**src/ahb_pkg.sv**
```systemverilog
/*
  AHB-lite bus definitions for the memory controller.
  Holds the bus widths and the transfer type and size codes.
*/

package ahb_pkg;

  localparam int haddr_w = 14; // byte address reaching the memory
  localparam int hdata_w = 128;

  typedef enum logic [1:0]
  {
    idle   = 2'b00,
    busy   = 2'b01,
    nonseq = 2'b10,
    seq    = 2'b11
  } htrans_t;

  // codes 5 to 7 are reserved and write nothing
  typedef enum logic [2:0]
  {
    size_byte  = 3'd0,
    size_hword = 3'd1,
    size_word  = 3'd2,
    size_dword = 3'd3,
    size_qword = 3'd4
  } hsize_t;

endpackage

```
**src/mem_pkg.sv**
```systemverilog
/*
  Lane memory geometry.
  Sixteen byte lanes form one row, and the lane decode maps a
  transfer size and lane offset onto the lanes it touches.
*/

package mem_pkg;

  import ahb_pkg::*;

  localparam int lane_count = 16;
  localparam int lane_w     = 8;
  localparam int lane_sel_w = 4;
  localparam int row_w      = haddr_w - lane_sel_w;
  localparam int row_count  = 1 << row_w;

  typedef logic [lane_count-1:0] lane_mask_t;

  function automatic lane_mask_t lane_decode(hsize_t size, logic [lane_sel_w-1:0] offset);
    lane_mask_t            base;
    logic [lane_sel_w-1:0] start;
    base  = '0;
    start = offset;
    case (size)
      size_byte:
        base = lane_mask_t'(1);
      size_hword:
      begin
        base  = lane_mask_t'(2'b11);
        start = offset & ~lane_sel_w'(1);
      end
      size_word:
      begin
        base  = lane_mask_t'(4'hf);
        start = offset & ~lane_sel_w'(3);
      end
      size_dword:
      begin
        base  = lane_mask_t'(8'hff);
        start = offset & ~lane_sel_w'(7);
      end
      size_qword:
      begin
        base  = '1;
        start = '0;
      end
      default:
        base = '0; // reserved sizes select no lane
    endcase
    return base << start;
  endfunction

endpackage

```
**src/raw_bypass.sv**
```systemverilog
/*
  Read-after-write handling.
  A read whose address phase meets a write's data phase is served
  from the write data when it stays within the written lanes of
  the same row, and otherwise costs one wait state.
*/

`timescale 1ns/1ps

module raw_bypass
  import ahb_pkg::*;
  import mem_pkg::*;
(
  input  logic               hclk,
  input  logic               hrst_b,
  input  logic               rd_accept,
  input  logic               wr_pending,
  input  logic [haddr_w-1:0] haddr,
  input  lane_mask_t         rd_mask,
  input  logic [row_w-1:0]   cap_row,
  input  lane_mask_t         cap_mask,
  input  logic [hdata_w-1:0] hwdata,
  input  logic [hdata_w-1:0] ram_rdata,
  output logic               raw_stall,
  output logic [hdata_w-1:0] hrdata
);

  logic               raw_hit;
  logic               same_row;
  logic               lane_subset;
  logic               bypass_en;
  logic               byp_vld;
  logic [hdata_w-1:0] fwd_data;

  assign raw_hit     = rd_accept && wr_pending;
  assign same_row    = (haddr[haddr_w-1:lane_sel_w] == cap_row);
  assign lane_subset = ((rd_mask & ~cap_mask) == '0); // every read lane is being written

  assign bypass_en = raw_hit && same_row && lane_subset;
  assign raw_stall = raw_hit && !bypass_en;

  // hwdata here is the data phase of the pending write
  always_ff @(posedge hclk)
  begin
    if (bypass_en)
      fwd_data <= hwdata;
  end

  // the read data phase always follows directly, so one cycle is enough
  always_ff @(posedge hclk or negedge hrst_b)
  begin
    if (!hrst_b)
      byp_vld <= 1'b0;
    else
      byp_vld <= bypass_en;
  end

  assign hrdata = byp_vld ? fwd_data : ram_rdata;

endmodule

```
**config.mk**
```make
export PLATFORM = sky130hd
export DESIGN_NAME = raw_bypass
export DESIGN_NICKNAME = d
export VERILOG_FILES = /design/src/ahb_pkg.sv /design/src/mem_pkg.sv /design/src/raw_bypass.sv
export SDC_FILE = /design/constraint.sdc
export NUM_CORES = 1
export LEC_CHECK = 0
export BUFFER_PORTS_ARGS = -buffer_cell sky130_fd_sc_hd__buf_2
export CORE_AREA = 8 8 169 171
export DETAILED_ROUTE_END_ITERATION = 12
export DIE_AREA = 0 0 177 179
export GPL_TIMING_DRIVEN = 0
export PLACE_DENSITY = 0.54
export SLEW_MARGIN = 10
export SYNTH_ARGS = -nofsm -noshare
export SYNTH_HDL_FRONTEND = slang
export SYNTH_SLANG_ARGS = --single-unit
```
**constraint.sdc**
```tcl
create_clock -name hclk -period 1.1 [get_ports hclk]
set_clock_uncertainty 0.1 [all_clocks]
set_input_delay 0.055 -clock hclk [delete_from_list [all_inputs] [get_ports hclk]]
set_output_delay 0.055 -clock hclk [all_outputs]
set_load 0.02 [all_outputs]
```
# Word-level counts from Yosys, hierarchy flattened
# Index checks and enable logic that the tools add are counted.
[op_classes]
eq_ne = 1
mux = 1
n_bitwise = 2
n_reduce_logical = 6
[ops]
columns = ["cell", "count"]
rows = [
  ["128-bit two-way mux", 1],
  ["16-bit bitwise AND", 1],
  ["16-bit logical NOT", 1],
  ["16-bit inverter", 1],
  ["10-bit equality test", 1],
  ["1-bit logical AND", 4],
  ["1-bit logical NOT", 1],
]
[totals]
regBits = 129
inputBits = 316
out_inout_bits = 129
elab_cells = 12

# Longest topological paths before layout
# Gate-level depths: netlist of the first run.
[logic_depth]
word_depth = 6
depth_mapped = 4
mapped_depth_nobuf = 4

# Worst setup path after synthesis of the first run
# No wires, ideal clock.
[synth_timing]
path_type = "in2reg"
from = "input rd_mask[1]"
to = "register byp_vld"
setup_time_ns = 1.344
arrival_ns = 12.853
required_ns = -0.344
slack_ns = -13.197
stages = 4
path_buffers = 0
cell_sequence = "nor2b_4 a2111oi_4 nand4_1 nor4_1"
[synth_via]
elab_chain_cells = 3
[synth_lines]
columns = ["item", "line_no", "text"]
rows = [
  ["from (decl)", "raw_bypass.sv:19", "input lane_mask_t rd_mask,"],
  ["16-bit bitwise AND", "raw_bypass.sv:37", "assign lane_subset = ((rd_mask & ~cap_mask) == '0);"],
  ["16-bit logical NOT", "raw_bypass.sv:37", ""],
  ["1-bit logical AND", "raw_bypass.sv:39", "assign bypass_en = raw_hit && same_row && lane_subset;"],
  ["via bypass_en", "raw_bypass.sv:31", "logic bypass_en;"],
  ["to (signal assigned)", "raw_bypass.sv:55", "byp_vld <= bypass_en;"],
  ["to (decl)", "raw_bypass.sv:32", "logic byp_vld;"],
]
# The timed path passes the listed nets, and every way through them passes these cells.
# A chain may end at the register's enable or synchronous reset.

# Worst setup path after layout of the first run
[layout_timing]
from = "register byp_vld"
to = "output hrdata[37]"
[layout_via]
elab_chain_cells = 1
[layout_lines]
columns = ["item", "line_no", "text"]
rows = [
  ["128-bit two-way mux", "raw_bypass.sv:58", "assign hrdata = byp_vld ? fwd_data : ram_rdata;"],
  ["to (decl)", "raw_bypass.sv:25", "output logic [hdata_w-1:0] hrdata"],
]
# No other way between the ends.

==> qor.tcl, run 1 <==
set qor(worst_setup_hold_path_clk_slew_ns) 0.06
set qor(maxCapViolCount) 0
set qor(rows) 59
set qor(fill_cell_count) 2210
set qor(timing.setup.critical_path_class) {flop to output pin}
set qor(dieArea_um2) 31680
set qor(violated_checks) {setup timing}
set qor(chipHeight_um) 179
set qor(finalHoldViolations) 0
set qor(grt-ovfl-total) 0
set qor(syn-cell-area_um2) 5697
set qor(post-layout-total-power_mw) 13.83
set qor(power_per_cell_area_nw_per_um2) 1123
set qor(cp_num_cells) 4
set qor(p_leak_nw) 5.396
set qor(grt_antenna_before_repair) 3
set qor(final_cell_area_um2) 12310
set qor(grt_max_degree) 17
set qor(drt-initial-drc-count) 154
set qor(relSlewSlack_pct) 72.91
set qor(synthToLayoutAreaGrowth_pct) 116.1
set qor(layout.cells.most_common_list) {sky130_fd_sc_hd__buf_2 (354), sky130_fd_sc_hd__dlygate4sd3_1 (130), sky130_fd_sc_hd__edfxtp_1 (128)}
set qor(cts_buffer_depth) 2
set qor(port_buffers) 440
set qor(cp.buffers_inverters) 3
set qor(synthesis.nets) 625
set qor(setup_repair_after_global_routing_missed_its_margin) {true}
set qor(timing.critical_path.fanout_max) 10
set qor(setup_slack_ns) -0.7672
set qor(wl_per_cell_um) 18.69
set qor(status) {complete, but fails checks}
set qor(postSynthAreaPerCell_um2) 18.44
set qor(setup.worst_path.end_class) {output pin}
set qor(detailedPlacementHpwl_um) 17970
set qor(finalMaxSlewViolations) 0
set qor(gp_congestion) 0.7413
set qor(routedLengthMet1_um) 8289
set qor(clock_tree_from_tritoncts) {yes}
set qor(drtPass1Iterations) 6
set qor(numCtsBuffers) 17
set qor(worst_path_dominant_cell_family) {buffers and inverters}
set qor(routed.top_layer) {met4}
set qor(core_area_um2) 25760
set qor(power.ir.vdd_worst_uv) 782.2
set qor(timing.critical_path.cells) {clkbuf_16, buf_12, mux2_4, buf_2}
set qor(synth.ff_latch_count) 129
set qor(grt_use_total_pct) 14.21
set qor(layout-drive-gt1-share_pct) 69.96
set qor(post_synthesis_sequential_area_ratio_pct) 67.91
set qor(die_x_um) 177
set qor(final_common_cell) {sky130_fd_sc_hd__buf_2}
set qor(max_slew.worst_pin.slew_ns) 0.4059
set qor(dr_wl_met3_um) 2433
set qor(holdCritPathClass) {input pin to flop}
set qor(io_pins) 445
set qor(worst_ep_arrival_time_ns) 1.71
set qor(critical_path.startpoint) {byp_vld}
set qor(detail_route.drc_violations) 0
set qor(period_utilization_pct) 169.7
set qor(met2WireLength_um) 13160
set qor(wire_length_of_the_first_global_routing_pass_um) 34120
set qor(synthesis.instances) 309
set qor(post_synth_num_cell_types) 23
set qor(max_freq_ghz) 0.5356
set qor(htree_depth) 4
set qor(detail-route-antenna-nets) 0
set qor(vias_in_the_first_global_route) 6055
set qor(drt-vias-per-instance) 4.116
set qor(setup.worst_path.start_class) {flop}
set qor(critical-path-slowest-cell) {sky130_fd_sc_hd__dfrtp_2}
set qor(post_dp_cell_area_um2) 9047
set qor(synth-warning-count) 0
set qor(worst_setup_path_endpoint) {hrdata[37]}
set qor(vias) 5347
set qor(initial_core_util_pct) 22.11
set qor(final_nets) 1265
set qor(finalWorstPathRequiredPeriod_ns) 1.867
set qor(timing.critical_path.required_ns) 0.94
set qor(crit_path_max_incr_delay_ns) 0.46
set qor(cts_num_sinks) 129
set qor(wirelength_um) 24280
set qor(setup-violations-final) 258
set qor(clock_tree.root_cell) {sky130_fd_sc_hd__clkbuf_16}
-- cells by family (layout without fill, tap and decap cells) --
logic type	count (synthesis)	in the layout	synth area share, %
other	0	2	0
AO/OA/AOI/OAI	6	6	1.691
buffers and inverters	21	674	1.669
flip-flops	129	129	67.91
AND/OR/NAND/NOR	15	15	1.889
multiplexers	128	128	25.30
XOR/XNOR	10	10	1.538
-- Yosys cell counts, drive strengths merged --
library cell  number  share of area (%)
a2111oi            2               0.97
mux2             128                 25
inv                7               0.46
xor2               2               0.31
o2111ai            1               0.15
nor2               1              0.066
o41a               1               0.20
o2111a             1               0.20
dfrtp              1               0.44
clkbuf             1              0.066
nor2b              6               0.97
nand2b             3               0.33
a222oi             1               0.18
nand4              2               0.22
nand3              1              0.088
nor4               1               0.11
and2               1               0.11
xnor2              8                1.2
edfxtp           128                 67
buf               13                1.1
-- metal layers --
layer	up-vias	track usage (%)
met4	0	4.413
met1	2533	14.05
met2	291	26.64
met5	-	0
li1	2498	-
met3	25	5.771
-- layout make-up --
class	count	area [um^2]	share of cell area [%]
inverters	7	26.28	0.2135
clock buffers	19	432.9	3.517
multi-input cells	159	2211	17.96
plain buffers	14	275.3	2.236
well taps	335	419.2	3.405
diodes	2	5.005	0.04066
clock inverters	13	210.2	1.708
repair buffers	621	4860	39.48
flip-flops and latches	129	3870	31.44
-- repair_timing --
item	in CTS	in global routing
hold endpoints to repair	129	0
gates cloned	10	1
hold buffers	130	0
gates resized for setup	153	113
pin swaps	3	4
buffers inserted	22	19
setup endpoints to repair	258	258
-- registers in the layout (all words and copies together) (netlist names) --
signal and flops:
fwd_data 128, byp_vld 1
-- through the flow --
stage | TNS, ns | util (%) | worst slack [ns] | instances | hold slack, ns
final | -155.23 | 47.78 | -0.7672 | 1299 | 0.2515
after global routing | -173.21 | 47.78 | -0.8437 | 1299 | 0.2240
after CTS | -173.58 | 46.46 | -0.8088 | 1288 | 0.2214
after detailed placement | -214.17 | 35.12 | -1.896 | 1095 | -0.2690
after global placement | -872.88 | 34.62 | -6.531 | 1084 | -0.2690
after floorplan | -551.73 | - | -4.175 | 309 | -0.3406
-- worst min path at each step --
| stage | cells past startpoint | endpoint | startpoint |
|---|---|---|---|
| after floorplan | 0 | byp_vld | hrst_b |
| after global placement | 1 | byp_vld | hrst_b |
| after detailed placement | 1 | byp_vld | hrst_b |
| after CTS | 2 | fwd_data[112] | hwdata[112] |
| after global routing | 2 | fwd_data[115] | hwdata[115] |
| final | 2 | fwd_data[115] | hwdata[115] |
-- power by group --
part	internal (mW)	switching [mW]	total, mW
clock network	4.03	2.15	6.18
registers	5.40	0.0000138	5.40
logic	1.39	0.854	2.24
(Power assumes the default switching activity.)
==> inputs of run 2 (changes only) <==
--- a/config.mk
+++ b/config.mk
@@ -11,6 +11,7 @@
 export DIE_AREA = 0 0 177 179
 export GPL_TIMING_DRIVEN = 0
 export PLACE_DENSITY = 0.54
+export REMOVE_ABC_BUFFERS = 1
 export SLEW_MARGIN = 10
 export SYNTH_ARGS = -nofsm -noshare
 export SYNTH_HDL_FRONTEND = slang
==> run 2 against run 1 <==
Effect of this change: the run still ends with setup timing left; sequential share of layout area up 2.5 points; first-iteration DRC count increased by 9.1%; via count decreased by 2.5%; clock power fell by 1%; sequential power barely moved; critical path type unchanged; largest cell class unchanged.
==> qor.tcl, run 2 (synthesized netlist as in run 1, its figures left out) <==
set qor(pwr-share-seq_pct) 40.0
set qor(setup.worst_path.start_class) {flop}
set qor(port_buffers) 440
set qor(max_slew.worst_pin.slew_ns) 0.3405
set qor(relSlewSlack_pct) 77.30
set qor(setup.worst_path.end_class) {output pin}
set qor(wl_per_cell_um) 18.53
set qor(finalWorstPathRequiredPeriod_ns) 1.959
set qor(numCtsBuffers) 17
set qor(io_pins) 445
set qor(post_dp_cell_area_um2) 8466
set qor(violated_checks) {setup timing}
set qor(clock_tree.root_cell) {sky130_fd_sc_hd__clkbuf_16}
set qor(wirelength_um) 23920
set qor(timing.critical_path.cells) {buf_12, buf_12, clkbuf_16, mux2_2, buf_6}
set qor(drt-initial-drc-count) 168
set qor(power_frac_comb_pct) 15.0
set qor(die_x_um) 177
set qor(max_freq_ghz) 0.5105
set qor(layout-drive-gt1-share_pct) 70.08
set qor(ant_cells) 0
set qor(synthToLayoutAreaGrowth_pct) 100.5
set qor(rows) 59
set qor(grt_max_degree) 34
set qor(detailedPlacementHpwl_um) 17470
set qor(power.switching_fraction_pct) 22.77
set qor(detail-route-antenna-nets) 0
set qor(cell_internal_pwr_mw) 10.44
set qor(grt_antenna_before_repair) 0
set qor(setup-violations-final) 258
set qor(htree_depth) 4
set qor(cts_buffer_depth) 2
set qor(initial_core_util_pct) 22.11
set qor(setup_repair_after_global_routing_missed_its_margin) {true}
set qor(cp.buffers_inverters) 4
set qor(vias_in_the_first_global_route) 5909
set qor(dieArea_um2) 31680
set qor(worst_ep_arrival_time_ns) 1.80
set qor(grt-ovfl-total) 0
set qor(final_cell_area_um2) 11420
set qor(drt-vias-per-instance) 4.040
set qor(cts_num_sinks) 129
set qor(critical-path-slowest-cell) {sky130_fd_sc_hd__dfrtp_4}
set qor(power_per_cell_area_nw_per_um2) 1183
set qor(critical_path.startpoint) {byp_vld}
set qor(finalMaxSlewViolations) 0
set qor(crit_path_max_incr_delay_ns) 0.50
set qor(status) {complete, but fails checks}
set qor(holdCritPathClass) {input pin to flop}
set qor(clock_tree_from_tritoncts) {yes}
set qor(largest_reg_flops) 128
set qor(worst_setup_hold_path_clk_slew_ns) 0.07
set qor(power.ir.vdd_worst_uv) 837.6
set qor(finalHoldViolations) 0
set qor(largest-register) {fwd_data}
set qor(period_utilization_pct) 178.1
set qor(timing.critical_path.required_ns) 0.94
set qor(crit_top_cell) {sky130_fd_sc_hd__buf_12}
set qor(final_nets) 1259
set qor(drtPass1Iterations) 6
set qor(final_common_cell) {sky130_fd_sc_hd__buf_2}
set qor(timing.hold.worst.start) {hwdata[7]}
set qor(core_area_um2) 25760
set qor(wire_length_of_the_first_global_routing_pass_um) 33280
set qor(timing.setup.critical_path_class) {flop to output pin}
set qor(p_leak_nw) 4.862
set qor(layout.cells.most_common_list) {sky130_fd_sc_hd__buf_2 (376), sky130_fd_sc_hd__dlygate4sd3_1 (130), sky130_fd_sc_hd__edfxtp_1 (128)}
set qor(chipHeight_um) 179
set qor(gp_congestion) 0.7460
set qor(fin_tns_setup_ns) -182.74
set qor(setup_slack_ns) -0.8589
set qor(p_switching_mw) 3.078
set qor(vias) 5215
set qor(worst_path_dominant_cell_family) {buffers and inverters}
set qor(detail_route.drc_violations) 0
set qor(timing.critical_path.fanout_max) 8
set qor(grt_use_total_pct) 13.97
set qor(maxCapViolCount) 0
set qor(clkPwrFrac_pct) 45.1
set qor(largest_registers) {fwd_data: 128 flops, byp_vld: 1 flops}
run 2: changes by cell type in the layout (fill, tap and decap cells not counted), sizes merged:
cell	previous run	this run
clkbuf	22	20
clkinv	6	3
buf	502	497
clkinvlp	1	2
inv	8	12
diode	2	0
bufinv	5	4
run 2: final timing paths:
kind | end | slack [ns] | cells after the start
setup / recovery | hrdata[78] | -0.86 | 5
hold / removal | fwd_data[7] | 0.25 | 2
max in group asynchronous | byp_vld | 0.38 | 3
min in group asynchronous | byp_vld | 0.40 | 3
run 2: routing by layer:
metal	up-vias	wire (um)	global-route usage [%]
met2	294	12760	25.65
met5	-	0	0
met3	27	1980	4.739
met4	0	465	4.939
met1	2412	8719	14.61
li1	2482	-	-
run 2: through the flow:
stage / util, % / total power, mW / setup slack (ns) / std cells / hold WS [ns]
floorplan: - / 6.162 / -13.20 / 295 / -0.3406
global placement: 32.02 / 6.974 / -20.11 / 1070 / -0.2705
detailed placement: 32.86 / 7.002 / -2.222 / 1092 / -0.2666
CTS: 43.13 / 13.67 / -0.8715 / 1285 / 0.2241
global route: 44.34 / 14.07 / -0.9103 / 1291 / 0.2256
finish: 44.34 / 13.51 / -0.8589 / 1291 / 0.2511
run 2: repair_timing:
action                                 4_1_cts  5_1_grt
gates cloned                                 3        2
pin swaps                                    4        4
resized for setup                          103       82
endpoints found under the hold margin      129        0
setup endpoints to repair                  258      258
setup buffers                               28       11
hold buffers                               130        0
run 2: area by class of cell:
cell class | count | area, um^2
fill | 2322 | 14340
timing repair buffer | 629 | 4707
sequential | 129 | 3872
multi-input combinational | 159 | 1769
clock buffer | 18 | 429.2
tap | 335 | 419.2
clock inverter | 14 | 201.4
inverter | 7 | 26.28
run 2: power groups by stage:
stage	Combinational, mW	Sequential [mW]	Clock (mW)
floorplan	0.655	5.51	0
global placement	1.47	5.50	0
detailed placement	1.50	5.50	0
CTS	1.95	5.40	6.32
global route	2.16	5.40	6.51
finish	2.03	5.40	6.09
