### src/ahb_pkg.sv
/*
  AHB-lite bus definitions for the memory controller.
  Holds the bus widths and the transfer type and size codes.
*/

package ahb_pkg;

  localparam int haddr_w = 14; // byte address reaching the memory
  localparam int hdata_w = 128;

  typedef enum logic [1:0]
  {
    idle   = 2'b00,
    busy   = 2'b01,
    nonseq = 2'b10,
    seq    = 2'b11
  } htrans_t;

  // codes 5 to 7 are reserved and write nothing
  typedef enum logic [2:0]
  {
    size_byte  = 3'd0,
    size_hword = 3'd1,
    size_word  = 3'd2,
    size_dword = 3'd3,
    size_qword = 3'd4
  } hsize_t;

endpackage

### src/mem_pkg.sv
/*
  Lane memory geometry.
  Sixteen byte lanes form one row, and the lane decode maps a
  transfer size and lane offset onto the lanes it touches.
*/

package mem_pkg;

  import ahb_pkg::*;

  localparam int lane_count = 16;
  localparam int lane_w     = 8;
  localparam int lane_sel_w = 4;
  localparam int row_w      = haddr_w - lane_sel_w;
  localparam int row_count  = 1 << row_w;

  typedef logic [lane_count-1:0] lane_mask_t;

  function automatic lane_mask_t lane_decode(hsize_t size, logic [lane_sel_w-1:0] offset);
    lane_mask_t            base;
    logic [lane_sel_w-1:0] start;
    base  = '0;
    start = offset;
    case (size)
      size_byte:
        base = lane_mask_t'(1);
      size_hword:
      begin
        base  = lane_mask_t'(2'b11);
        start = offset & ~lane_sel_w'(1);
      end
      size_word:
      begin
        base  = lane_mask_t'(4'hf);
        start = offset & ~lane_sel_w'(3);
      end
      size_dword:
      begin
        base  = lane_mask_t'(8'hff);
        start = offset & ~lane_sel_w'(7);
      end
      size_qword:
      begin
        base  = '1;
        start = '0;
      end
      default:
        base = '0; // reserved sizes select no lane
    endcase
    return base << start;
  endfunction

endpackage

### src/ahb_addr_phase.sv
/*
  AHB-lite address-phase front end.
  Accepts transfers, captures the row and lanes of the accepted
  transfer, inserts the read-after-write wait state and picks the
  row that addresses the lane RAMs.
*/

`timescale 1ns/1ps

module ahb_addr_phase
  import ahb_pkg::*;
  import mem_pkg::*;
(
  input  logic               hclk,
  input  logic               hrst_b,
  input  logic               hsel,
  input  htrans_t            htrans,
  input  logic               hwrite,
  input  hsize_t             hsize,
  input  logic [haddr_w-1:0] haddr,
  input  logic               raw_stall,
  output logic               hready,
  output logic               trans_write,
  output logic               rd_accept,
  output logic               wr_pending,
  output lane_mask_t         lane_mask,
  output lane_mask_t         rd_mask,
  output logic [row_w-1:0]   cap_row,
  output lane_mask_t         cap_mask,
  output logic [row_w-1:0]   ram_row
);

  logic             trans_accept;
  lane_mask_t       size_mask;
  logic [row_w-1:0] live_row;

  assign trans_accept = hsel && hready && ((htrans == nonseq) || (htrans == seq));
  assign trans_write  = trans_accept && hwrite;
  assign rd_accept    = trans_accept && !hwrite;

  assign live_row  = haddr[haddr_w-1:lane_sel_w];
  assign size_mask = lane_decode(hsize, haddr[lane_sel_w-1:0]);

  // the same decode serves both directions, split by hwrite
  assign lane_mask = hwrite ? size_mask : '0;
  assign rd_mask   = hwrite ? '0 : size_mask;

  // a write accepted now has its data phase in the next cycle
  always_ff @(posedge hclk or negedge hrst_b)
  begin
    if (!hrst_b)
      wr_pending <= 1'b0;
    else
      wr_pending <= trans_write;
  end

  // low for one cycle after a read that cannot be bypassed
  always_ff @(posedge hclk or negedge hrst_b)
  begin
    if (!hrst_b)
      hready <= 1'b0;
    else
      hready <= !raw_stall;
  end

  // reads are captured too, so the wait state can re-address the RAM
  always_ff @(posedge hclk or negedge hrst_b)
  begin
    if (!hrst_b)
      cap_row <= '0;
    else if (trans_accept)
      cap_row <= live_row;
  end

  always_ff @(posedge hclk or negedge hrst_b)
  begin
    if (!hrst_b)
      cap_mask <= '0;
    else if (trans_write)
      cap_mask <= lane_mask;
  end

  assign ram_row = (wr_pending || !hready) ? cap_row : live_row;

endmodule

### config.mk
export PLATFORM = sky130hd
export DESIGN_NAME = ahb_addr_phase
export DESIGN_NICKNAME = d
export VERILOG_FILES = /design/src/ahb_pkg.sv /design/src/mem_pkg.sv /design/src/ahb_addr_phase.sv
export SDC_FILE = /design/constraint.sdc
export NUM_CORES = 1
export LEC_CHECK = 0
export BUFFER_PORTS_ARGS = -buffer_cell sky130_fd_sc_hd__buf_2
export CAP_MARGIN = 10
export CORE_UTILIZATION = 39
export DETAILED_ROUTE_END_ITERATION = 16
export PLACE_DENSITY = 0.82
export SYNTH_ARGS = -nofsm -noshare
export SYNTH_HDL_FRONTEND = slang
export SYNTH_SLANG_ARGS = --single-unit
### constraint.sdc
create_clock -name hclk -period 1.6 [get_ports hclk]
set_input_delay 0.32 -clock hclk [delete_from_list [all_inputs] [get_ports hclk]]
set_output_delay 0.32 -clock hclk [all_outputs]
set_load 0.01 [all_outputs]
* Yosys cells after proc, flatten, opt, wreduce, memory -nomap -nowiden *
Index checks and enable logic that the tools add are counted.
W data, S select, Z words.

word-level totals
  output and inout port bits = 72
  register bits after elaboration = 28
  input port bits = 24
  word-level logic and storage cells = 26

operators by class
  equal/unequal tests = 6
  shift-type cells = 1
  mux-type cells = 5
  reductions and logical operators = 10

operator list
  cell                  count
  $pmux W16 S5          1
  $mux W16              2
  $pmux W4 S4           1
  $shl A16 B4 Y16       1
  $mux W10              1
  $eq A3 B2 Y1 const B  2
  $eq A2 B2 Y1 const B  2
  $logic_and A1 B1 Y1   4
  $eq A3 B1 Y1 const B  1
  $eq A3 B3 Y1 const B  1
  $logic_not A1 Y1      3
  $logic_not A3 Y1      1
  $logic_or A1 B1 Y1    2

* Depth between registers and ports, before layout *
Gate-level depths: netlist of the first run.

  word-level depth = 4
  depth in mapped cells = 6
  gate-level depth less buffers = 4

* Worst setup path after synthesis of the first run *
No wires, ideal clock.

  path kind = in2out
  start point = input hsize[0]
  end point = output rd_mask[5]
  data required time = 1.280 ns
  arrival time = 1.471 ns
  path slack = -0.191 ns
  buffers on the path = 2
  stages on the path = 6
  path through = buf_4 -> o21ai_1 -> o21ai_1 -> or3_1 -> buf_6 -> nor3_1

on the way
  longest elaborated chain between the ends = 4
  elaborated cells between the ends (all ways) = 9
  classes of those cells = eq/ne (4); shift (1); mux (3); reduce/logical (1)

ends and longest elaborated chain
  what                                         RTL line              source
  from (decl)                                  ahb_addr_phase.sv:19  input hsize_t hsize,
  $eq A3 B3 Y1, or another cell as far along   mem_pkg.sv:24         case (size)
  $pmux W16 S5 or $pmux W4 S4 (tied branches)  mem_pkg.sv:24
  $shl A16 B4 Y16 *                            mem_pkg.sv:50         return base << start;
  $mux W16 *                                   ahb_addr_phase.sv:46  assign rd_mask = hwrite ? '0 : size_mask;
  to (decl)                                    ahb_addr_phase.sv:27  output lane_mask_t rd_mask,

Every way passes the cells marked *; elsewhere a longest branch is shown, timed or not.

* Worst setup path in the final report of the first run *
  start point = input hsize[1]
  end point = output lane_mask[12]

on the way
  longest elaborated chain between the ends = 4
  elaborated cells between the ends (all ways) = 9
  classes of those cells = eq/ne (4); shift (1); mux (3); reduce/logical (1)

ends and longest elaborated chain
  what                                         RTL line              source
  $eq A3 B3 Y1, or another cell as far along   mem_pkg.sv:24
  $pmux W16 S5 or $pmux W4 S4 (tied branches)  mem_pkg.sv:24
  $shl A16 B4 Y16 *                            mem_pkg.sv:50
  $mux W16 *                                   ahb_addr_phase.sv:45  assign lane_mask = hwrite ? size_mask : '0;
  to (decl)                                    ahb_addr_phase.sv:26  output lane_mask_t lane_mask,

Marks and branches as above.

==> metrics.md, run 1 <==
| Metric | Value |
|---|---|
| Critical Path Slowest Stage Cell | `nor4b_1` |
| Total routing usage reported by global routing | `22.4%` |
| Internal power of the cells | `1670 uW` |
| Via count of the first global-routing pass | `1676` |
| Violated checks | `negative setup slack` |
| Avg WL per Cell | `14.5 um` |
| Flip-flop and latch count after synthesis | `28` |
| Slew Limit Headroom | `53.1%` |
| Cts-stage hold buffer count | `0` |
| Setup-violating endpoint count in the final report | `42` |
| Max H-tree Level | `1` |
| Die ar. | `4340 um^2` |
| Minimum period implied by the final worst setup slack | `1920 ps` |
| ANT cells | `0` |
| Clk root buf | `clkbuf_8` |
| Maximum clock insertion buffer count | `2` |
| Slowest stage delay, CP | `630 ps` |
| Fmax | `0.521 GHz` |
| Worst Hold Class | `in2async` |
| Via Count | `1774` |
| Post-synth top flop | `dfrtp_1` |
| Leading cell type in the layout, fill and taps excluded | `buf_2` |
| Start of the worst register-to-register path | `hready$_DFF_PN0_` |
| Clock network fraction of design power | `22.6%` |
| Number of nets at the end of the flow | `325` |
| Initial Util | `41.9%` |
| Critical path start-end classification | `in2out` |
| Clk_lat worst skew | `270 ps` |
| Result of the run | `finished with violations` |
| Final HPWL from detailed placement | `3420 um` |
| Clock tree sinks | `28` |
| Worst Max-Slew Pin Slew | `694 ps` |
| Final critical-path setup slack | `-321 ps` |
| Largest net degree at the start of global routing | `29` |
| Portion of the post-synthesis area used by sequential elements | `44.0%` |
| Worst slack, placed | `-356 ps` |
| Number of cells on the worst reg-to-reg path | `5` |
| Total of max-cap violations | `0` |
| Core footprint | `3800 um^2` |
| GRT overflow | `0` |
| CP top delay family | `simple AND/OR/NAND/NOR gates` |
| Area overhead of the layout relative to synthesis | `84.8%` |
| Setup repair after global routing missed its margin | `yes` |
| Data arrival time of the critical path | `1600 ps` |
| Antenna viol nets, final | `0` |
| Count of input and output buffers | `94` |
| Detailed-route vias per instance | `5.10` |
| Routability Congestion | `0.834` |
| Setup crit start kind | `input pin` |
| Clock tree from TritonCTS | `built` |
| Areal power density over the cells | `820 nW/um^2` |
| Total of warnings raised by yosys | `0` |
| Top library cells by usage in the layout, fill and taps aside | `buf_2 (75), buf_4 (32), dfrtp_1 (28), buf_6 (26), nor2_1 (14)` |
| Worst-path fanout max | `6` |
| Number of CTS-inserted buffers | `3` |
| Placement Rows | `22` |
| Post-route clock period utilization | `120%` |
| Switching share of power | `30.9%` |
| Post-synth EDFFs | `0` |
| Net switching power | `745 uW` |
| Count of buffering cells on the critical path with inverters included | `2` |
| Die outline height | `65.9 um` |
| Max Slew Vio Count | `0` |
| Reg2Reg Setup Slack | `250 ps` |
| Final Hold Viols | `0` |
| Mean instance size in the synthesized netlist | `9.26 um^2` |
| Initial antenna violation count | `0` |
| Proportion of layout cells with a drive suffix above 1 | `71.0%` |
| Number of ports placed on the die boundary | `96` |
| Reported leakage power | `0.00150 uW` |
| Skew final | `3.86 ps` |
| Synthesized Nets | `196` |
| Number of iterations in the first detailed-routing pass | `4` |
| Overall die width | `65.9 um` |
| First-pass GRT wire length | `7470 um` |
| Crit-path cells | `buf_12 > nor4b_1 > or3_4 > nor2_2 > buf_2` |
| Maximum vdd ir drop | `0.000460 V` |
| Required time at the worst-slack endpoint | `1280 ps` |
| Final wirelength | `5040 um` |
| Post-layout utilization of the core | `77.5%` |
| Clock transition time at the flip-flop clock pins of the worst setup and hold paths | `90 ps` |
| Number of distinct standard cells referenced by the synthesized netlist | `36` |
| Portion of total power attributed to sequential cells | `37.3%` |
| Synthesized area | `1590 um^2` |
| Part of the total power dissipated in combinational logic | `40.2%` |
| DRC violations left | `0` |
| Endpoint of the worst register-to-register path | `cap_row[3]$_DFFE_PN0P_` |
| Async set-or-reset flop fraction in the synthesized netlist | `100%` |
| Cell count after synthesis | `172` |
| Number of DRC markers in iteration 0 | `62` |
| Endpoint class of the critical path | `output port` |
==> registers in the layout (all words and copies together), names as in the netlist <==
| name | cells |
|---|---|
| cap_mask | 16 |
| cap_row | 10 |
| hready | 1 |
| wr_pending | 1 |
==> kinds of logic after synthesis <==
group	count (synthesis)	share of synthesized area [%]
simple gates	72	21.8
flops	28	44.0
buf+inv	17	5.42
compound gates	35	14.7
mux	20	14.1
==> stage by stage <==
stage	area, um^2	setup TNS [ps]	hold WS, ps	power (uW)	instances
floorplan	1760	-642	24.4	1350	172
global placement	2440	-7480	367	1670	332
detailed placement	2440	-9000	362	1690	332
CTS	2790	-5030	57.4	2380	340
global route	2940	-8880	79.8	2550	348
finish	2940	-6240	52.2	2410	348
==> worst max path at each step <==
stage | end | startpoint | cells after the start | slack, ps
floorplan | rd_mask[1] | hsize[0] | 5 | -50
global placement | lane_mask[9] | hsize[1] | 7 | -290
detailed placement | lane_mask[10] | hsize[1] | 7 | -360
CTS | rd_mask[13] | hsize[1] | 7 | -230
global route | lane_mask[12] | hsize[1] | 5 | -370
finish | lane_mask[12] | hsize[1] | 5 | -320
==> synthesized netlist by cell type (all sizes together) (4+ instances only) <==
cell | number | area (um^2)
nand2 | 13 | 48.8
nor3 | 8 | 40.0
or3 | 4 | 25.0
o21ai | 12 | 60.1
o31ai | 8 | 78.8
a21oi | 8 | 40.0
mux2 | 20 | 225
dfrtp | 28 | 701
nor2 | 32 | 123
buf | 8 | 52.6
clkbuf | 5 | 18.8
==> area by class of cell <==
type / instances / area, um^2
Multi-Input combinational cell: 127 / 1120
Tap cell: 48 / 60.1
Timing Repair Buffer: 137 / 978
Clock inverter: 1 / 30.0
Fill cell: 252 / 855
Clock buffer: 3 / 41.3
Inverter: 4 / 15.0
Sequential cell: 28 / 701
==> metal layers <==
| metal | vias up | track usage [%] | share of wire [%] |
|---|---|---|---|
| met5 | - | 0 | 0 |
| li1 | 848 | - | - |
| met2 | 69 | 39.0 | 51 |
| met1 | 847 | 27.0 | 40 |
| met3 | 10 | 5.34 | 6.1 |
| met4 | 0 | 6.79 | 2.6 |
==> what timing repair did <==
item                                    in CTS  in global routing
buffers inserted                             4                  9
pin swaps                                   16                 20
gates cloned                                 1                  0
endpoints found under the setup margin      42                 44
resized for setup                           58                 21
==> power groups by stage <==
stage	clock network (uW)	logic [uW]	registers [uW]
5_1_grt	593	1040	916
2_1_floorplan	0	383	964
4_1_cts	559	922	900
3_5_place_dp	0	782	910
6_report	544	969	900
3_3_place_gp	0	766	901
Power figures use the tool's default switching activity.
==> run 2, diff against run 1 <==
Settings changed: CORE_ASPECT_RATIO set to 0.75, PLACE_DENSITY 0.82 to 0.76.
==> metrics.md, run 2 (synthesis results as in run 1) <==
| Metric | Value |
|---|---|
| Total routing usage reported by global routing | `22.3%` |
| Biggest registers after layout | `cap_mask x16, cap_row x10` |
| Net switching power | `747 uW` |
| Die ar. | `4350 um^2` |
| Area overhead of the layout relative to synthesis | `80.0%` |
| Start of the worst register-to-register path | `hready$_DFF_PN0_` |
| Number of cells on the worst reg-to-reg path | `4` |
| Final wirelength | `5310 um` |
| Overall die width | `75.8 um` |
| Core footprint | `3780 um^2` |
| Leading cell type in the layout, fill and taps excluded | `buf_2` |
| First-pass GRT wire length | `7270 um` |
| Worst Max-Slew Pin Slew | `597 ps` |
| Largest net degree at the start of global routing | `29` |
| Initial antenna violation count | `0` |
| Total area of multi-input combinational cells | `1070 um^2` |
| Worst Hold Class | `in2async` |
| Slew Limit Headroom | `60.2%` |
| Global routing usage on met2 | `34.5%` |
| Overall Power | `2280 uW` |
| Endpoint class of the critical path | `output port` |
| Maximum vdd ir drop | `0.000636 V` |
| Layer carrying the most global-route usage | `met2` |
| Number of CTS-inserted buffers | `3` |
| Sequential cell area | `701 um^2` |
| Initial Util | `42.1%` |
| Reported leakage power | `0.00147 uW` |
| Count of input and output buffers | `94` |
| GRT overflow | `0` |
| Clock transition time at the flip-flop clock pins of the worst setup and hold paths | `90 ps` |
| Setup-violating endpoint count in the final report | `42` |
| Number of nets at the end of the flow | `324` |
| Final HPWL from detailed placement | `3440 um` |
| Result of the run | `finished with violations` |
| DRC violations left | `0` |
| Global Route met1 Usage | `31.6%` |
| Number of ports placed on the die boundary | `96` |
| Switching share of power | `32.7%` |
| Worst slack, placed | `-270 ps` |
| Setup tns final | `-6550 ps` |
| Placement Rows | `19` |
| Die outline height | `57.3 um` |
| Clock tree from TritonCTS | `built` |
| Avg WL per Cell | `15.1 um` |
| Areal power density over the cells | `797 nW/um^2` |
| Max Slew Vio Count | `0` |
| Number of DRC markers in iteration 0 | `74` |
| Required time at the worst-slack endpoint | `1280 ps` |
| Post-layout utilization of the core | `75.9%` |
| Cts-stage hold buffer count | `0` |
| Met3 usage | `6.18%` |
| Via Count | `1803` |
| Via count of the first global-routing pass | `1509` |
| Maximum clock insertion buffer count | `2` |
| Final-layout fill cell count | `264` |
| Top library cells by usage in the layout, fill and taps aside | `buf_2 (76), buf_4 (30), dfrtp_1 (28), buf_6 (27), nor2_1 (16)` |
| Final Hold Viols | `0` |
| Detailed-route vias per instance | `5.14` |
| Max H-tree Level | `1` |
| Critical path start-end classification | `in2out` |
| ANT cells | `0` |
| Total of max-cap violations | `0` |
| Final critical-path setup slack | `-282 ps` |
| Antenna viol nets, final | `0` |
| Clock tree sinks | `28` |
| Post-route clock period utilization | `118%` |
| Endpoint of the worst register-to-register path | `cap_row[8]$_DFFE_PN0P_` |
| Area of all placed cells without fillers | `2870 um^2` |
| Reg2Reg Setup Slack | `380 ps` |
| Clk_lat worst skew | `270 ps` |
| Clk root buf | `clkbuf_8` |
| Violated checks | `negative setup slack` |
| Portion of total power attributed to sequential cells | `39.3%` |
| Setup crit start kind | `input pin` |
| Max reg flops | `16` |
| Setup repair after global routing missed its margin | `yes` |
| Data arrival time of the critical path | `1560 ps` |
| Register with the most flip-flops | `cap_mask` |
| Clock network fraction of design power | `19.0%` |
| Proportion of layout cells with a drive suffix above 1 | `70.2%` |
| Minimum period implied by the final worst setup slack | `1880 ps` |
| Internal power of the cells | `1540 uW` |
| Dpl cell area | `2450 um^2` |
| Fmax | `0.531 GHz` |
| Skew final | `3.97 ps` |
| Worst-path fanout max | `6` |
| Routability Congestion | `0.939` |
| Number of iterations in the first detailed-routing pass | `4` |
| Part of the total power dissipated in combinational logic | `41.7%` |
[run 2: cell count changes in the layout (fill, tap and decap cells not counted), moves of 2 or more]
| cell | change |
|---|---|
| buf_4 | -2 |
| mux2_2 | +3 |
| mux2_4 | -3 |
| nor2_1 | +2 |
| o21ai_0 | -2 |
| o21ai_1 | +2 |
| or3_1 | +2 |
| or3_4 | -2 |
[run 2: metal layers]
metal / up-vias / share of wire, %
met5: - / 0
met4: 0 / 0.79
met3: 4 / 5.6
met2: 69 / 49
met1: 879 / 45
li1: 851 / -
[run 2: power groups by stage]
stage	logic [uW]	clock network, uW	registers, uW
3_5_place_dp	783	0	906
4_1_cts	883	444	896
5_1_grt	1020	475	915
2_1_floorplan	383	0	964
3_3_place_gp	766	0	904
6_report	953	434	899
[run 2: through the flow]
step | hold WS (ps) | std cells
finish | 43.6 | 351
global route | 96.7 | 351
CTS | 73.5 | 349
detailed placement | 376 | 339
global placement | 362 | 339
floorplan | 24.4 | 172
[run 2: final cells by class]
type | instances | area share (%)
Multi-Input combinational cell | 127 | 37.2
Timing Repair Buffer | 136 | 33.6
Sequential cell | 28 | 24.4
Tap cell | 52 | 2.27
Clock buffer | 4 | 1.92
Inverter | 4 | 0.524
[run 2: what timing repair did]
item / CTS / global route
hold endpoints to repair: 0 / 0
cloned: 1 / 0
gates resized for setup: 49 / 26
setup endpoints to repair: 42 / 44
pin swaps: 11 / 8
setup buffers: 5 / 2
[run 2: worst max-delay path, stage by stage]
cell     delay (ps)
buf_12          120
o21ai_2         170
o21ai_2         100
buf_4           150
or3_4           390
nor3_2          140
buf_2           170
[run 2: worst max-delay path by stage]
stage          startpoint  cells after the start          end
3_5_place_dp     hsize[1]                      6  rd_mask[15]
2_1_floorplan    hsize[0]                      5   rd_mask[1]
3_3_place_gp     hsize[1]                      6   rd_mask[7]
5_1_grt          hsize[1]                      7  rd_mask[15]
4_1_cts          hsize[1]                      7  rd_mask[13]
6_report         hsize[1]                      7  rd_mask[15]
==> run 3, diff against run 2 <==
Settings changed: CORE_UTILIZATION 39 to 43, GPL_ROUTABILITY_DRIVEN set to 1, GPL_TIMING_DRIVEN set to 0, PLACE_DENSITY 0.76 to 0.8.
Clock period 1.6 ns to 2 ns, I/O delays scaled along.
==> metrics.md, run 3 (synthesis results as in run 1) <==
| Metric | Value |
|---|---|
| Result of the run | `finished, final reports clean` |
| Leading cell type in the layout, fill and taps excluded | `buf_2` |
| Clock tree from TritonCTS | `built` |
| Die outline height | `54.7 um` |
| Overall Power | `1730 uW` |
| Post-route clock period utilization | `98.5%` |
| Max Slew Vio Count | `0` |
| Detailed-route vias per instance | `4.99` |
| First-pass GRT wire length | `6450 um` |
| Max reg flops | `16` |
| Initial Util | `46.8%` |
| Die ar. | `3950 um^2` |
| Final wirelength | `4410 um` |
| Placement Rows | `18` |
| Proportion of layout cells with a drive suffix above 1 | `54.9%` |
| Critical Path Slowest Stage Cell | `or3_1` |
| Clk root buf | `clkbuf_8` |
| Worst-path fanout max | `9` |
| Setup repair after global routing missed its margin | `yes` |
| Routability Congestion | `0.907` |
| Max H-tree Level | `1` |
| Worst Max-Slew Pin Slew | `608 ps` |
| Number of iterations in the first detailed-routing pass | `4` |
| Maximum vdd ir drop | `0.000610 V` |
| Critical path start-end classification | `in2out` |
| Fmax | `0.507 GHz` |
| DRC violations left | `0` |
| Total of max-cap violations | `0` |
| Via count of the first global-routing pass | `1412` |
| Maximum clock insertion buffer count | `2` |
| Endpoint of the worst register-to-register path | `cap_row[7]$_DFFE_PN0P_` |
| GRT overflow | `0` |
| Count of input and output buffers | `91` |
| Clock tree sinks | `28` |
| Setup crit start kind | `input pin` |
| Reg2Reg Setup Slack | `530 ps` |
| ANT cells | `0` |
| Largest net degree at the start of global routing | `29` |
| Register with the most flip-flops | `cap_mask` |
| Initial antenna violation count | `0` |
| Cts-stage hold buffer count | `0` |
| Clock transition time at the flip-flop clock pins of the worst setup and hold paths | `90 ps` |
| Number of nets at the end of the flow | `293` |
| Number of placed cells counting well taps | `313` |
| Slew Limit Headroom | `59.5%` |
| Final HPWL from detailed placement | `3270 um` |
| Top library cells by usage in the layout, fill and taps aside | `buf_2 (91), nor2_1 (31), dfrtp_1 (28), mux2_2 (20), nand2_1 (13)` |
| Core footprint | `3400 um^2` |
| Number of cells on the worst reg-to-reg path | `3` |
| Minimum period implied by the final worst setup slack | `1970 ps` |
| Count of placed standard cells in the final layout, fillers left out | `318` |
| Number of ports placed on the die boundary | `96` |
| Setup-violating endpoint count in the final report | `0` |
| Area overhead of the layout relative to synthesis | `43.9%` |
| Biggest registers after layout | `cap_mask x16, cap_row x10` |
| Via Count | `1587` |
| Total routing usage reported by global routing | `21.5%` |
| Final Hold Viols | `0` |
| Crit-path cells | `buf_4 > nor2_4 > a21boi_1 > or3_1 > buf_6 > nor3_2 > buf_2` |
| Worst Hold Class | `in2async` |
| Areal power density over the cells | `757 nW/um^2` |
| Skew final | `4.53 ps` |
| Start of the worst register-to-register path | `hready$_DFF_PN0_` |
| Data arrival time of the critical path | `1570 ps` |
| Antenna viol nets, final | `0` |
| Avg WL per Cell | `13.9 um` |
| Number of DRC markers in iteration 0 | `65` |
| Required time at the worst-slack endpoint | `1600 ps` |
| Overall die width | `72.3 um` |
| Endpoint class of the critical path | `output port` |
| Slowest stage delay, CP | `380 ps` |
| Reported leakage power | `0.00119 uW` |
| Number of CTS-inserted buffers | `3` |
| Clk_lat worst skew | `280 ps` |
## run 3: changes by cell type in the layout (fill, tap and decap cells not counted), sizes merged
cell	previous run	this run
buf	136	103
bufinv	0	1
clkbuf	4	5
clkinv	0	1
inv	4	3
## run 3: repair_timing
action,4_1_cts,5_1_grt
setup endpoints to repair,27,30
hold endpoints to repair,0,0
setup buffers,3,1
pin swaps,1,4
gates resized for setup,4,24
## run 3: critical path: cells and delay by family
family,cells,cell delay [ps]
simple gates,3,570
compound gates,1,140
buf+inv,3,450
## run 3: per-stage QoR
step	utilization, %	setup WS, ps	hold WS [ps]	setup TNS, ps	cell area (um^2)
after floorplan	-	49.3	104	0	1590
after global placement	62.1	-43.5	449	-261	2110
after detailed placement	62.1	-56.9	455	-416	2110
after CTS	65.0	0.430	150	0	2210
after global routing	67.4	-47.2	170	-178	2290
final	67.4	29.6	120	0	2290
## run 3: report_power, final
group	switching [uW]	internal [uW]	leakage, uW
Combinational	310	264	0.000802
Clock	174	268	0.0000357
Sequential	58.0	661	0.000349
## run 3: worst max-delay path by stage
stage / start / end / slack [ps] / cells after the start
floorplan: hsize[0] / rd_mask[5] / 50 / 6
global placement: hsize[2] / rd_mask[3] / -40 / 6
detailed placement: hsize[2] / rd_mask[0] / -60 / 6
CTS: hsize[0] / rd_mask[5] / 0.4 / 7
finish: hsize[2] / rd_mask[12] / 30 / 7
global route: hsize[0] / rd_mask[12] / -50 / 6
## run 3: layout make-up
cell class / instances / area, um^2
Buffer: 10 / 65.1
Clock buffer: 3 / 41.3
Clock inverter: 1 / 30.0
Fill cell: 265 / 1110
Inverter: 4 / 15.0
Multi-Input combinational cell: 127 / 890
Sequential cell: 28 / 701
Tap cell: 50 / 62.6
Timing Repair Buffer: 95 / 488
## run 3: layer usage
| layer | track usage (%) | up-vias | part of all wire [%] |
|---|---|---|---|
| met5 | 0 | - | 0 |
| li1 | - | 790 | - |
| met4 | 5.88 | 0 | 0.95 |
| met2 | 34.0 | 79 | 47 |
| met3 | 5.89 | 6 | 7.3 |
| met1 | 29.3 | 712 | 45 |
